===== src/hdl/trace_pkg.sv =====
// commit trace package with widths, record sizes and the shared enums
package trace_pkg;

  // datapath widths
  localparam int xlen       = 64;
  localparam int inst_w     = 32;
  localparam int reg_addr_w = 5;
  localparam int mask_w     = 8;

  // address bits from here upward select the mmio page
  localparam int mmio_page_lsb = 16;

  // opcodes the tracer cares about
  typedef enum logic [6:0] {
    opcode_trap = 7'h6b
  } opcode_e;

  // pc, inst, rd enable, rd index, data, cycle stamp, skip
  // the cycle stamp is only nonzero for trap records
  localparam int commit_rec_w = xlen + inst_w + 1 + reg_addr_w + xlen + xlen + 1;

  // address, data, byte mask
  localparam int store_rec_w = xlen + xlen + mask_w;

  // kind of event on the output port
  typedef enum logic [1:0] {
    kind_commit = 2'd0,
    kind_trap   = 2'd1,
    kind_store  = 2'd2
  } event_kind_e;

  // four-phase output handshake
  typedef enum logic [1:0] {
    hs_idle    = 2'd0,
    hs_req     = 2'd1,
    hs_release = 2'd2
  } hs_state_e;

endpackage

===== src/hdl/commit_trace_unit.sv =====
// commit trace unit top, two trackers feeding one handshake arbiter
`timescale 1ns/100ps

module commit_trace_unit #(
  parameter int fifo_depth = 4,
  parameter logic [trace_pkg::xlen-trace_pkg::mmio_page_lsb-1:0] mmio_page = 'h200
) (
  input  logic                             clock,
  input  logic                             reset,
  // writeback side
  input  logic                             wb_commit,
  input  logic [trace_pkg::xlen-1:0]       wb_pc,
  input  logic [trace_pkg::inst_w-1:0]     wb_inst,
  input  logic                             wb_rd_ena,
  input  logic [trace_pkg::reg_addr_w-1:0] wb_rd_addr,
  input  logic [trace_pkg::xlen-1:0]       wb_rd_data,
  input  logic                             wb_skip,
  input  logic                             wb_store_ena,
  input  logic [trace_pkg::xlen-1:0]       wb_store_addr,
  input  logic [trace_pkg::xlen-1:0]       wb_store_data,
  input  logic [trace_pkg::mask_w-1:0]     wb_store_mask,
  // event port
  input  logic                             event_ack,
  output logic                             event_req,
  output trace_pkg::event_kind_e           event_kind,
  output logic [trace_pkg::xlen-1:0]       event_pc,
  output logic [trace_pkg::inst_w-1:0]     event_inst,
  output logic                             event_rd_ena,
  output logic [trace_pkg::reg_addr_w-1:0] event_rd_addr,
  output logic [trace_pkg::xlen-1:0]       event_data,
  output logic [trace_pkg::xlen-1:0]       event_addr,
  output logic [trace_pkg::mask_w-1:0]     event_mask,
  output logic                             event_skip,
  output logic                             overflow
);

  // commit stream
  logic                             commit_valid;
  trace_pkg::event_kind_e           commit_kind;
  logic [trace_pkg::xlen-1:0]       commit_pc;
  logic [trace_pkg::inst_w-1:0]     commit_inst;
  logic                             commit_rd_ena;
  logic [trace_pkg::reg_addr_w-1:0] commit_rd_addr;
  logic [trace_pkg::xlen-1:0]       commit_data;
  logic [trace_pkg::xlen-1:0]       commit_addr;
  logic                             commit_skip;
  logic                             commit_lost;
  logic                             commit_pop;
  // store stream
  logic                             store_valid;
  logic [trace_pkg::xlen-1:0]       store_addr;
  logic [trace_pkg::xlen-1:0]       store_data;
  logic [trace_pkg::mask_w-1:0]     store_mask;
  logic                             store_lost;
  logic                             store_pop;

  commit_tracker #(
    .fifo_depth (fifo_depth)
  ) u_commit_tracker (
    .clock        (clock),
    .reset        (reset),
    .wb_commit    (wb_commit),
    .wb_pc        (wb_pc),
    .wb_inst      (wb_inst),
    .wb_rd_ena    (wb_rd_ena),
    .wb_rd_addr   (wb_rd_addr),
    .wb_rd_data   (wb_rd_data),
    .wb_skip      (wb_skip),
    .pop          (commit_pop),
    .head_valid   (commit_valid),
    .head_kind    (commit_kind),
    .head_pc      (commit_pc),
    .head_inst    (commit_inst),
    .head_rd_ena  (commit_rd_ena),
    .head_rd_addr (commit_rd_addr),
    .head_data    (commit_data),
    .head_addr    (commit_addr),
    .head_skip    (commit_skip),
    .lost         (commit_lost)
  );

  store_tracker #(
    .fifo_depth (fifo_depth),
    .mmio_page  (mmio_page)
  ) u_store_tracker (
    .clock         (clock),
    .reset         (reset),
    .wb_commit     (wb_commit),
    .wb_store_ena  (wb_store_ena),
    .wb_store_addr (wb_store_addr),
    .wb_store_data (wb_store_data),
    .wb_store_mask (wb_store_mask),
    .pop           (store_pop),
    .head_valid    (store_valid),
    .head_addr     (store_addr),
    .head_data     (store_data),
    .head_mask     (store_mask),
    .lost          (store_lost)
  );

  event_arbiter u_event_arbiter (
    .clock          (clock),
    .reset          (reset),
    .commit_valid   (commit_valid),
    .commit_kind    (commit_kind),
    .commit_pc      (commit_pc),
    .commit_inst    (commit_inst),
    .commit_rd_ena  (commit_rd_ena),
    .commit_rd_addr (commit_rd_addr),
    .commit_data    (commit_data),
    .commit_addr    (commit_addr),
    .commit_skip    (commit_skip),
    .commit_lost    (commit_lost),
    .commit_pop     (commit_pop),
    .store_valid    (store_valid),
    .store_addr     (store_addr),
    .store_data     (store_data),
    .store_mask     (store_mask),
    .store_lost     (store_lost),
    .store_pop      (store_pop),
    .event_ack      (event_ack),
    .event_req      (event_req),
    .event_kind     (event_kind),
    .event_pc       (event_pc),
    .event_inst     (event_inst),
    .event_rd_ena   (event_rd_ena),
    .event_rd_addr  (event_rd_addr),
    .event_data     (event_data),
    .event_addr     (event_addr),
    .event_mask     (event_mask),
    .event_skip     (event_skip),
    .overflow       (overflow)
  );

endmodule


===== src/hdl/event_arbiter.sv =====
// event arbiter, round-robin merge of both record streams onto a four-phase port
`timescale 1ns/100ps

module event_arbiter (
  input  logic                             clock,
  input  logic                             reset,
  // commit stream
  input  logic                             commit_valid,
  input  trace_pkg::event_kind_e           commit_kind,
  input  logic [trace_pkg::xlen-1:0]       commit_pc,
  input  logic [trace_pkg::inst_w-1:0]     commit_inst,
  input  logic                             commit_rd_ena,
  input  logic [trace_pkg::reg_addr_w-1:0] commit_rd_addr,
  input  logic [trace_pkg::xlen-1:0]       commit_data,
  input  logic [trace_pkg::xlen-1:0]       commit_addr,
  input  logic                             commit_skip,
  input  logic                             commit_lost,
  output logic                             commit_pop,
  // store stream
  input  logic                             store_valid,
  input  logic [trace_pkg::xlen-1:0]       store_addr,
  input  logic [trace_pkg::xlen-1:0]       store_data,
  input  logic [trace_pkg::mask_w-1:0]     store_mask,
  input  logic                             store_lost,
  output logic                             store_pop,
  // output port
  input  logic                             event_ack,
  output logic                             event_req,
  output trace_pkg::event_kind_e           event_kind,
  output logic [trace_pkg::xlen-1:0]       event_pc,
  output logic [trace_pkg::inst_w-1:0]     event_inst,
  output logic                             event_rd_ena,
  output logic [trace_pkg::reg_addr_w-1:0] event_rd_addr,
  output logic [trace_pkg::xlen-1:0]       event_data,
  output logic [trace_pkg::xlen-1:0]       event_addr,
  output logic [trace_pkg::mask_w-1:0]     event_mask,
  output logic                             event_skip,
  output logic                             overflow
);

  trace_pkg::hs_state_e state;
  logic                 last_store;
  logic                 grant_commit;
  logic                 grant_store;

  // when both wait, serve the one that lost last time
  assign grant_store  = store_valid & (~commit_valid | ~last_store);
  assign grant_commit = commit_valid & ~grant_store;

  // pop only when a new event is launched
  assign commit_pop = (state == trace_pkg::hs_idle) & grant_commit;
  assign store_pop  = (state == trace_pkg::hs_idle) & grant_store;

  assign event_req = (state == trace_pkg::hs_req);

  always_ff @(posedge clock) begin
    if (reset) begin
      state      <= trace_pkg::hs_idle;
      last_store <= 1'b0;
    end else begin
      case (state)
        trace_pkg::hs_idle: begin
          if (grant_commit || grant_store) begin
            state      <= trace_pkg::hs_req;
            last_store <= grant_store;
          end
        end
        trace_pkg::hs_req: begin
          if (event_ack) begin
            state <= trace_pkg::hs_release;
          end
        end
        trace_pkg::hs_release: begin
          // wait for ack to drop before the next request
          if (!event_ack) begin
            state <= trace_pkg::hs_idle;
          end
        end
        default: state <= trace_pkg::hs_idle;
      endcase
    end
  end

  // output fields load with the pop and hold through the handshake
  always_ff @(posedge clock) begin
    if (commit_pop) begin
      event_kind    <= commit_kind;
      event_pc      <= commit_pc;
      event_inst    <= commit_inst;
      event_rd_ena  <= commit_rd_ena;
      event_rd_addr <= commit_rd_addr;
      event_data    <= commit_data;
      event_addr    <= commit_addr;
      event_mask    <= '0;
      event_skip    <= commit_skip;
    end else if (store_pop) begin
      event_kind    <= trace_pkg::kind_store;
      event_pc      <= '0;
      event_inst    <= '0;
      event_rd_ena  <= 1'b0;
      event_rd_addr <= '0;
      event_data    <= store_data;
      event_addr    <= store_addr;
      event_mask    <= store_mask;
      event_skip    <= 1'b0;
    end
  end

  // sticky until reset
  always_ff @(posedge clock) begin
    if (reset) begin
      overflow <= 1'b0;
    end else if (commit_lost || store_lost) begin
      overflow <= 1'b1;
    end
  end

endmodule


===== src/hdl/store_tracker.sv =====
// store tracker, queues retired stores that fall outside the mmio page
`timescale 1ns/100ps

module store_tracker #(
  parameter int fifo_depth = 4,
  parameter logic [trace_pkg::xlen-trace_pkg::mmio_page_lsb-1:0] mmio_page = 'h200
) (
  input  logic                            clock,
  input  logic                            reset,
  input  logic                            wb_commit,
  input  logic                            wb_store_ena,
  input  logic [trace_pkg::xlen-1:0]      wb_store_addr,
  input  logic [trace_pkg::xlen-1:0]      wb_store_data,
  input  logic [trace_pkg::mask_w-1:0]    wb_store_mask,
  input  logic                            pop,
  output logic                            head_valid,
  output logic [trace_pkg::xlen-1:0]      head_addr,
  output logic [trace_pkg::xlen-1:0]      head_data,
  output logic [trace_pkg::mask_w-1:0]    head_mask,
  output logic                            lost
);

  localparam int rec_w = trace_pkg::store_rec_w;

  logic             in_page;
  logic             push;
  logic [rec_w-1:0] push_rec;
  logic [rec_w-1:0] head_rec;
  logic             full;

  // device accesses are not part of the memory trace
  assign in_page = (wb_store_addr[trace_pkg::xlen-1:trace_pkg::mmio_page_lsb] == mmio_page);
  assign push    = wb_commit & wb_store_ena & ~in_page;

  assign push_rec = {wb_store_addr, wb_store_data, wb_store_mask};

  record_fifo #(
    .width      (rec_w),
    .fifo_depth (fifo_depth)
  ) u_fifo (
    .clock     (clock),
    .reset     (reset),
    .push      (push),
    .push_data (push_rec),
    .pop       (pop),
    .head      (head_rec),
    .not_empty (head_valid),
    .full      (full)
  );

  assign {head_addr, head_data, head_mask} = head_rec;

  assign lost = push & full;

endmodule


===== src/hdl/commit_tracker.sv =====
// commit tracker, queues retired instructions and stamps traps with the counters
`timescale 1ns/100ps

module commit_tracker #(
  parameter int fifo_depth = 4
) (
  input  logic                                clock,
  input  logic                                reset,
  input  logic                                wb_commit,
  input  logic [trace_pkg::xlen-1:0]          wb_pc,
  input  logic [trace_pkg::inst_w-1:0]        wb_inst,
  input  logic                                wb_rd_ena,
  input  logic [trace_pkg::reg_addr_w-1:0]    wb_rd_addr,
  input  logic [trace_pkg::xlen-1:0]          wb_rd_data,
  input  logic                                wb_skip,
  input  logic                                pop,
  output logic                                head_valid,
  output trace_pkg::event_kind_e              head_kind,
  output logic [trace_pkg::xlen-1:0]          head_pc,
  output logic [trace_pkg::inst_w-1:0]        head_inst,
  output logic                                head_rd_ena,
  output logic [trace_pkg::reg_addr_w-1:0]    head_rd_addr,
  output logic [trace_pkg::xlen-1:0]          head_data,
  output logic [trace_pkg::xlen-1:0]          head_addr,
  output logic                                head_skip,
  output logic                                lost
);

  localparam int rec_w = trace_pkg::commit_rec_w;

  logic [trace_pkg::xlen-1:0] cycle_count;
  logic [trace_pkg::xlen-1:0] instr_count;
  logic                       is_trap;
  logic [trace_pkg::xlen-1:0] rec_data;
  logic [trace_pkg::xlen-1:0] rec_addr;
  logic [rec_w-1:0]           push_rec;
  logic [rec_w-1:0]           head_rec;
  logic                       full;

  // free running cycle count, instruction count per commit
  always_ff @(posedge clock) begin
    if (reset) begin
      cycle_count <= '0;
      instr_count <= '0;
    end else begin
      cycle_count <= cycle_count + 1'b1;
      if (wb_commit) begin
        instr_count <= instr_count + 1'b1;
      end
    end
  end

  assign is_trap = (wb_inst[6:0] == trace_pkg::opcode_trap);

  // trap records carry the count including the trap itself
  assign rec_data = is_trap ? instr_count + 1'b1 : wb_rd_data;
  assign rec_addr = is_trap ? cycle_count : '0;

  assign push_rec = {wb_pc, wb_inst, wb_rd_ena, wb_rd_addr, rec_data, rec_addr, wb_skip};

  record_fifo #(
    .width      (rec_w),
    .fifo_depth (fifo_depth)
  ) u_fifo (
    .clock     (clock),
    .reset     (reset),
    .push      (wb_commit),
    .push_data (push_rec),
    .pop       (pop),
    .head      (head_rec),
    .not_empty (head_valid),
    .full      (full)
  );

  assign {head_pc, head_inst, head_rd_ena, head_rd_addr, head_data, head_addr, head_skip} =
    head_rec;

  // kind follows from the stored opcode
  assign head_kind = (head_inst[6:0] == trace_pkg::opcode_trap) ?
                     trace_pkg::kind_trap : trace_pkg::kind_commit;

  assign lost = wb_commit & full;

endmodule


===== src/hdl/record_fifo.sv =====
// record fifo, a small synchronous circular queue of packed records
`timescale 1ns/100ps

module record_fifo #(
  parameter int width      = 8,
  parameter int fifo_depth = 4
) (
  input  logic             clock,
  input  logic             reset,
  input  logic             push,
  input  logic [width-1:0] push_data,
  input  logic             pop,
  output logic [width-1:0] head,
  output logic             not_empty,
  output logic             full
);

  localparam int ptr_w   = (fifo_depth > 1) ? $clog2(fifo_depth) : 1;
  localparam int count_w = $clog2(fifo_depth + 1);

  logic [width-1:0]   mem [fifo_depth];
  logic [ptr_w-1:0]   rd_ptr;
  logic [ptr_w-1:0]   wr_ptr;
  logic [count_w-1:0] count;
  logic               do_push;
  logic               do_pop;

  // pointer wrap for depths that are not a power of two
  function automatic logic [ptr_w-1:0] next_ptr(input logic [ptr_w-1:0] ptr);
    if (ptr == ptr_w'(fifo_depth - 1)) begin
      return '0;
    end
    return ptr + 1'b1;
  endfunction

  assign full      = (count == count_w'(fifo_depth));
  assign not_empty = (count != '0);
  assign head      = mem[rd_ptr];

  // push into a full queue is dropped here, the owner flags it
  assign do_push = push & ~full;
  assign do_pop  = pop & not_empty;

  always_ff @(posedge clock) begin
    if (do_push) begin
      mem[wr_ptr] <= push_data;
    end
  end

  always_ff @(posedge clock) begin
    if (reset) begin
      rd_ptr <= '0;
      wr_ptr <= '0;
      count  <= '0;
    end else begin
      if (do_push) begin
        wr_ptr <= next_ptr(wr_ptr);
      end
      if (do_pop) begin
        rd_ptr <= next_ptr(rd_ptr);
      end
      // simultaneous push and pop leaves the count alone
      if (do_push && !do_pop) begin
        count <= count + 1'b1;
      end else if (do_pop && !do_push) begin
        count <= count - 1'b1;
      end
    end
  end

endmodule


===== config.mk =====
export PLATFORM = sky130hd
export DESIGN_NAME = commit_trace_unit
export DESIGN_NICKNAME = d
export VERILOG_FILES = /design/src/hdl/trace_pkg.sv /design/src/hdl/commit_trace_unit.sv /design/src/hdl/event_arbiter.sv /design/src/hdl/store_tracker.sv /design/src/hdl/commit_tracker.sv /design/src/hdl/record_fifo.sv
export SDC_FILE = /design/constraint.sdc
export NUM_CORES = 2
export LEC_CHECK = 0
export BUFFER_PORTS_ARGS = -buffer_cell sky130_fd_sc_hd__buf_4
export CAP_MARGIN = 20
export CELL_PAD_IN_SITES_DETAIL_PLACEMENT = 1
export CELL_PAD_IN_SITES_GLOBAL_PLACEMENT = 2
export CORE_ASPECT_RATIO = 0.75
export CORE_MARGIN = 2
export CORE_UTILIZATION = 41
export CTS_BUF_LIST = sky130_fd_sc_hd__clkbuf_16
export CTS_CLUSTER_DIAMETER = 120
export DETAILED_ROUTE_END_ITERATION = 10
export PLACE_DENSITY = 0.75
export SLEW_MARGIN = 20
export SYNTH_ARGS = -nofsm -noshare
export SYNTH_HDL_FRONTEND = slang
export SYNTH_SLANG_ARGS = --single-unit

===== constraint.sdc =====
create_clock -name clock -period 13.8 [get_ports clock]
set_clock_uncertainty 0.2 [all_clocks]
set_input_delay 2.76 -clock clock [delete_from_list [all_inputs] [get_ports clock]]
set_output_delay 2.76 -clock clock [all_outputs]
set_load 0.005 [all_outputs]

# --- Yosys cells after proc, flatten, opt, wreduce, memory -nomap -nowiden ---
# Memory sizes are Yosys's and may differ from the RTL's. A register that Yosys moved wholly into a read port is not among the register bits.
# Index checks and enable logic that the tools add are counted.
word_totals:
  regBits: 387
  mem_bits_rw: 1468
  inputBits: 308
  out_inout_bits: 243
  word_cells: 137
  n_memories: 2
mem_list:
  columns: ["name", "words", "word_bits", "read_ports", "rd_clocked_by_memory_dff", "write_ports", "line_no", "source"]
  rows:
  - ["u_commit_tracker.u_fifo.mem", 4, 231, 1, 1, 1, "record_fifo.sv:21", "logic [width-1:0] mem [fifo_depth];"]
  - ["u_store_tracker.u_fifo.mem", 4, 136, 1, 1, 1, "record_fifo.sv:21", null]
classes:
  addsub: 10
  n_eq_ne: 14
  mux: 54
  bitwise: 19
  n_reduce_logical: 18
ops:
  columns: ["operator", "n"]
  rows:
  - ["64-bit 2-to-1 mux", 8]
  - ["64-bit by 1-bit adder with 64-bit output (second input constant)", 2]
  - ["32-bit 2-to-1 mux", 2]
  - ["48-bit by 10-bit == test with 1-bit output (second input constant)", 1]
  - ["2-bit 2-to-1 mux", 17]
  - ["1-bit 2-to-1 mux", 20]
  - ["7-bit == test (second input constant)", 2]
  - ["1-bit AND", 12]
  - ["3-bit 2-to-1 mux", 4]
  - ["2-bit == test (second input constant)", 5]
  - ["5-bit 2-to-1 mux", 2]
  - ["2-bit by 1-bit adder with 2-bit output (second input constant)", 4]
  - ["3-bit by 1-bit adder with 3-bit output (second input constant)", 2]
  - ["3-bit == test (second input constant)", 2]
  - ["2-bit != test (second input constant)", 3]
  - ["1-bit NOT", 6]
  - ["2-bit case mux with 3 select lines", 1]
  - ["2-bit nonzero test", 3]
  - ["3-bit nonzero test", 2]
  - ["3-bit by 1-bit subtractor with 3-bit output (second input constant)", 2]
  - ["1-bit logical AND", 4]
  - ["1-bit zero test", 4]
  - ["3-bit AND reduction", 1]
  - ["2-bit by 1-bit == test with 1-bit output (second input constant)", 1]
  - ["4 further kinds", 5]

# --- Longest topological paths before layout ---
depth:
  ltp_word: 13
  mapped_depth: 12
  mapped_depth_nobuf: 10

# --- Modules after synthesis ---
# A second synthesis with hierarchy kept.
hier_totals:
  hier_cells: 3741
  area_unflattened_um2: 72509.5
by_module_without_submodules:
  columns: ["module", "n_inst", "cells_per_inst", "area_each_um2", "seq_area_each_um2"]
  rows:
  - ["record_fifo (u_commit_tracker.u_fifo)", 1, 1257, 33807.4, 27926.8]
  - ["record_fifo (u_store_tracker.u_fifo)", 1, 760, 20056.7, 16515.8]
  - ["event_arbiter", 1, 529, 10098.4, 7236.9]
  - ["commit_tracker", 1, 1176, 8421.8, 2562.5]
  - ["store_tracker", 1, 19, 125.1, 0.0]

# --- Worst setup path before layout ---
# OpenSTA, ideal clock, no wires.
synth_path:
  kind: "input to register"
  start: "input port wb_commit"
  end: "memory u_commit_tracker.u_fifo.mem[0][0] in the netlist's numbering (enable)"
  setup_ps: 621
  t_arrival_ps: 8643
  required_ps: 12979
  slack_ps: 4337
  stages: 4
  path_buffers: 1
  cell_sequence: "inv_1 -> clkbuf_1 -> a21oi_1 -> and2_1"
synth_between:
  elab_chain_len: 3
synth_rtl:
  columns: ["element", "line_no", "source"]
  rows:
  - ["start: declaration", "commit_trace_unit.sv:11", "input logic wb_commit,"]
  - ["1-bit AND", "record_fifo.sv:41", "assign do_push = push & ~full;"]
  - ["via u_commit_tracker.u_fifo.do_push", "record_fifo.sv:25", "logic do_push;"]
  - ["1-bit 2-to-1 mux", "record_fifo.sv:45", "if (do_push) begin"]
  - ["1-bit 2-to-1 mux (implied by the code)", "record_fifo.sv:46", "mem[wr_ptr] <= push_data;"]
  - ["end: declaration", "record_fifo.sv:21", null]
# The timed path passes the listed nets, and every way through them passes these cells.

# --- Worst setup path after layout ---
layout_path:
  start: "input port wb_commit"
  end: "memory u_commit_tracker.u_fifo.mem[2][208] in the netlist's numbering (enable)"
# The elaborated chain is that of the path after synthesis.

==> metrics.txt <==
Core Region=roughly 170,000 µm²; area growth from synthesis to layout=17.87%; worst skew pair latency=0.82 ns; # clock sinks=1,859; register area share after synthesis=0.7531; Slew headroom=0.2789; Yosys warning count=0; setup violators final=0; dpl hpwl=119.9 mm; RSZ-0062 raised after global routing=false; commonest non-fill, non-tap cells in the layout=edfxtp_1 (1,701), buf_4 (606), nand2_1 (506); final hold slack=about 0.26 ns; post_cts resized=0; CP cell instances=buf_4 -> inv_1 -> a21oi_1 -> and2_4 -> buf_4 -> buf_4; Clock Tree Buf Depth=3; EDFF count, synth=1,701; Setup crit end kind=flip-flop; first-pass GRT wire length=275.4 mm; Synth async-reset ratio=0; worst slack, placed=6.453 ns; worst hold path class=reg -> reg; CTS hold repair buffers=0; Post-Syn Instances=4,044; Hold Violations, Final=0; Die Ht=between 300 and 400 µm; Least-Margin Pin Slew=1.082 ns; maximum VDD drop=about 0.17 mV; Final Max Slew Viols=0; data arrival time of the worst path=6.60 ns; router iterations before antenna repair=6; final core occ=0.4854; Root Buffer=clkbuf_16; worst path required time=14.03 ns; wirelength, routed=187.3 mm; family with the most delay on the worst path=buffers and inverters; post-route cell area=about 85,000 µm²; status=finished, final reports clean; post-CTS setup buffers=0; Initial Util=0.4118; GRT Residual Overflow=0; P_leak=28.53 nW; GP Congestion=0.8091; share of cells above drive strength 1=0.2681; Final min period=6.374 ns; startpoint types=primary input; Clock Pin Slew Worst Setup and Hold Paths=about 0.06 ns; PwrDens=187.3 nW/µm²; PortBufs=550; drt wl/cell=26.22 µm; critical path class=in -> reg; H-tree depth=4; CP max FO=a little over 60; die area=179,100 µm²; Vias/cell=between 5 and 6; max_cap viols=0; initial antenna violation count=21; starting DRC count in detailed routing=3,040; vias in the first global route=about 40,000; Most used DFF post-synth=edfxtp_1; CP max-delay cell=buf_4; number of I/O pins=551; CP max stage delay=0.92 ns; DR vias=38,740; Yosys reg bits=1,859; setup slack after layout=7.426 ns; pin count of the biggest net entering global routing=90; GRT Total Usage=0.2081; Site Rows=133; Worst path most repeated cell=buf_4; achievable clock frequency=156.9 MHz; final worst path period share=0.4619; TNS Setup=0 ns; WP buf/inv=4; Nets=4,938; Cell variety after synth=53; Synth Net Count=4,368; Residual DRC=0; CTS buffer count=185; CTS tree=done; syn_area_per_cell=17.81 µm²; Syn Std Cell Area=72,020 µm²; commonest non-fill, non-tap cell in the layout=edfxtp_1; Placed Area=78,790 µm²; Die X-Extent=roughly 490 µm; Routed Antenna Nets=0
## worst min-delay path: stages, from the launching register on
cell and delay (ns):
dfxtp_1 0.31, nand2_1 0.05, a21oi_1 0.05
## layout make-up
cell class / instances / area [µm²]
fillers: 16400 / 90000
flip-flops and latches: 1859 / 54260
multi-input cells: 1935 / 16890
clock buffers: 185 / 4629
repair buffers: 612 / 4628
well taps: 2362 / 2955
clock inverters: 158 / 1413
inverters: 21 / 91.34
diodes: 11 / 27.53
## metrics by stage
stage	total power (W)	std cells
final	0.01590	7143
after global routing	0.01662	7137
after CTS	0.01618	7131
after detailed placement	0.01114	6788
after global placement	0.01108	6787
after floorplan	0.009521	4044
## report_power, final
group	total [W]	leakage, nW	internal [W]	switching (W)
clock	0.00501	3.06	0.00280	0.00221
combinational	0.00343	8.25	0.00150	0.00192
sequential	0.00746	17.2	0.00712	0.000337
## synth_stat cells (2+ instances only)
| cell type | number | area (µm²) |
|---|---|---|
| a21oi_1 | 81 | 405.4 |
| a31oi_1 | 22 | 137.6 |
| and2_1 | 125 | 782.0 |
| and3_1 | 81 | 506.7 |
| and4_1 | 16 | 140.1 |
| buf_1 | 46 | 172.7 |
| buf_2 | 8 | 40.04 |
| buf_6 | 3 | 33.78 |
| clkbuf_1 | 172 | 645.6 |
| dfxtp_1 | 158 | 3163 |
| edfxtp_1 | 1701 | 51080 |
| fa_1 | 2 | 40.04 |
| ha_1 | 14 | 175.2 |
| inv_1 | 20 | 75.07 |
| mux2_2 | 7 | 78.83 |
| mux2i_1 | 6 | 60.06 |
| mux4_2 | 367 | 8265 |
| nand2_1 | 507 | 1903 |
| nand2b_1 | 3 | 18.77 |
| nand3_1 | 80 | 400.4 |
| nand4_1 | 76 | 475.5 |
| nand4b_1 | 3 | 26.28 |
| nor2_1 | 126 | 473.0 |
| nor2b_1 | 8 | 50.05 |
| nor3_1 | 28 | 140.1 |
| nor3b_1 | 3 | 22.52 |
| nor4_1 | 35 | 219.0 |
| nor4_2 | 3 | 37.54 |
| o21ai_0 | 83 | 415.4 |
| o31ai_1 | 36 | 270.3 |
| o41ai_1 | 2 | 17.52 |
| or2_2 | 2 | 12.51 |
| or3_1 | 58 | 362.9 |
| or4_1 | 45 | 337.8 |
| xnor2_1 | 36 | 315.3 |
| xor2_1 | 64 | 560.5 |
## state kept, by name (all words and copies together), names as in the netlist, 3 cells and up, named ones only
register,cells
u_event_arbiter.event_inst,32
u_event_arbiter.event_pc,64
u_store_tracker.u_fifo.count,3
u_event_arbiter.event_mask,8
u_commit_tracker.instr_count,64
u_commit_tracker.u_fifo.count,3
u_event_arbiter.event_data,64
u_commit_tracker.cycle_count,64
u_event_arbiter.event_addr,64
u_event_arbiter.event_rd_addr,5
u_store_tracker.u_fifo.mem,544
u_commit_tracker.u_fifo.mem,924
## per-layer routing
| metal | up-vias | track usage | wire length, µm |
|---|---|---|---|
| li1 | 17080 | - | - |
| met1 | 20370 | 0.3026 | 84010 |
| met2 | 1032 | 0.3227 | 88070 |
| met3 | 247 | 0.04081 | 11150 |
| met4 | 12 | 0.05160 | 3996 |
| met5 | - | 0 | 61 |
## logic make-up after synthesis
| family | count (synthesis) | share of synthesized area |
|---|---|---|
| mux | 380 | 0.1167 |
| fa+ha+maj | 16 | 0.002988 |
| simple gates | 1209 | 0.08352 |
| flops | 1859 | 0.7531 |
| compound gates | 230 | 0.01805 |
| xor+xnor | 100 | 0.01216 |
| buf+inv | 250 | 0.01348 |
## worst paths after layout
| check | startpoint | depth (start not counted) | slack, ns | end |
|---|---|---|---|---|
| max | wb_commit | 6 | 7.43 | u_commit_tracker.u_fifo.mem[2][208] |
| min | u_event_arbiter.event_mask[4] | 2 | 0.26 | u_event_arbiter.event_mask[4] |
| max reg2reg | flip-flop | 6 | 9.20 | u_event_arbiter.event_kind[0] |
| min reg2reg | u_event_arbiter.event_mask[4] | 2 | 0.26 | u_event_arbiter.event_mask[4] |
No activity file was read; power rests on OpenSTA's default activity.
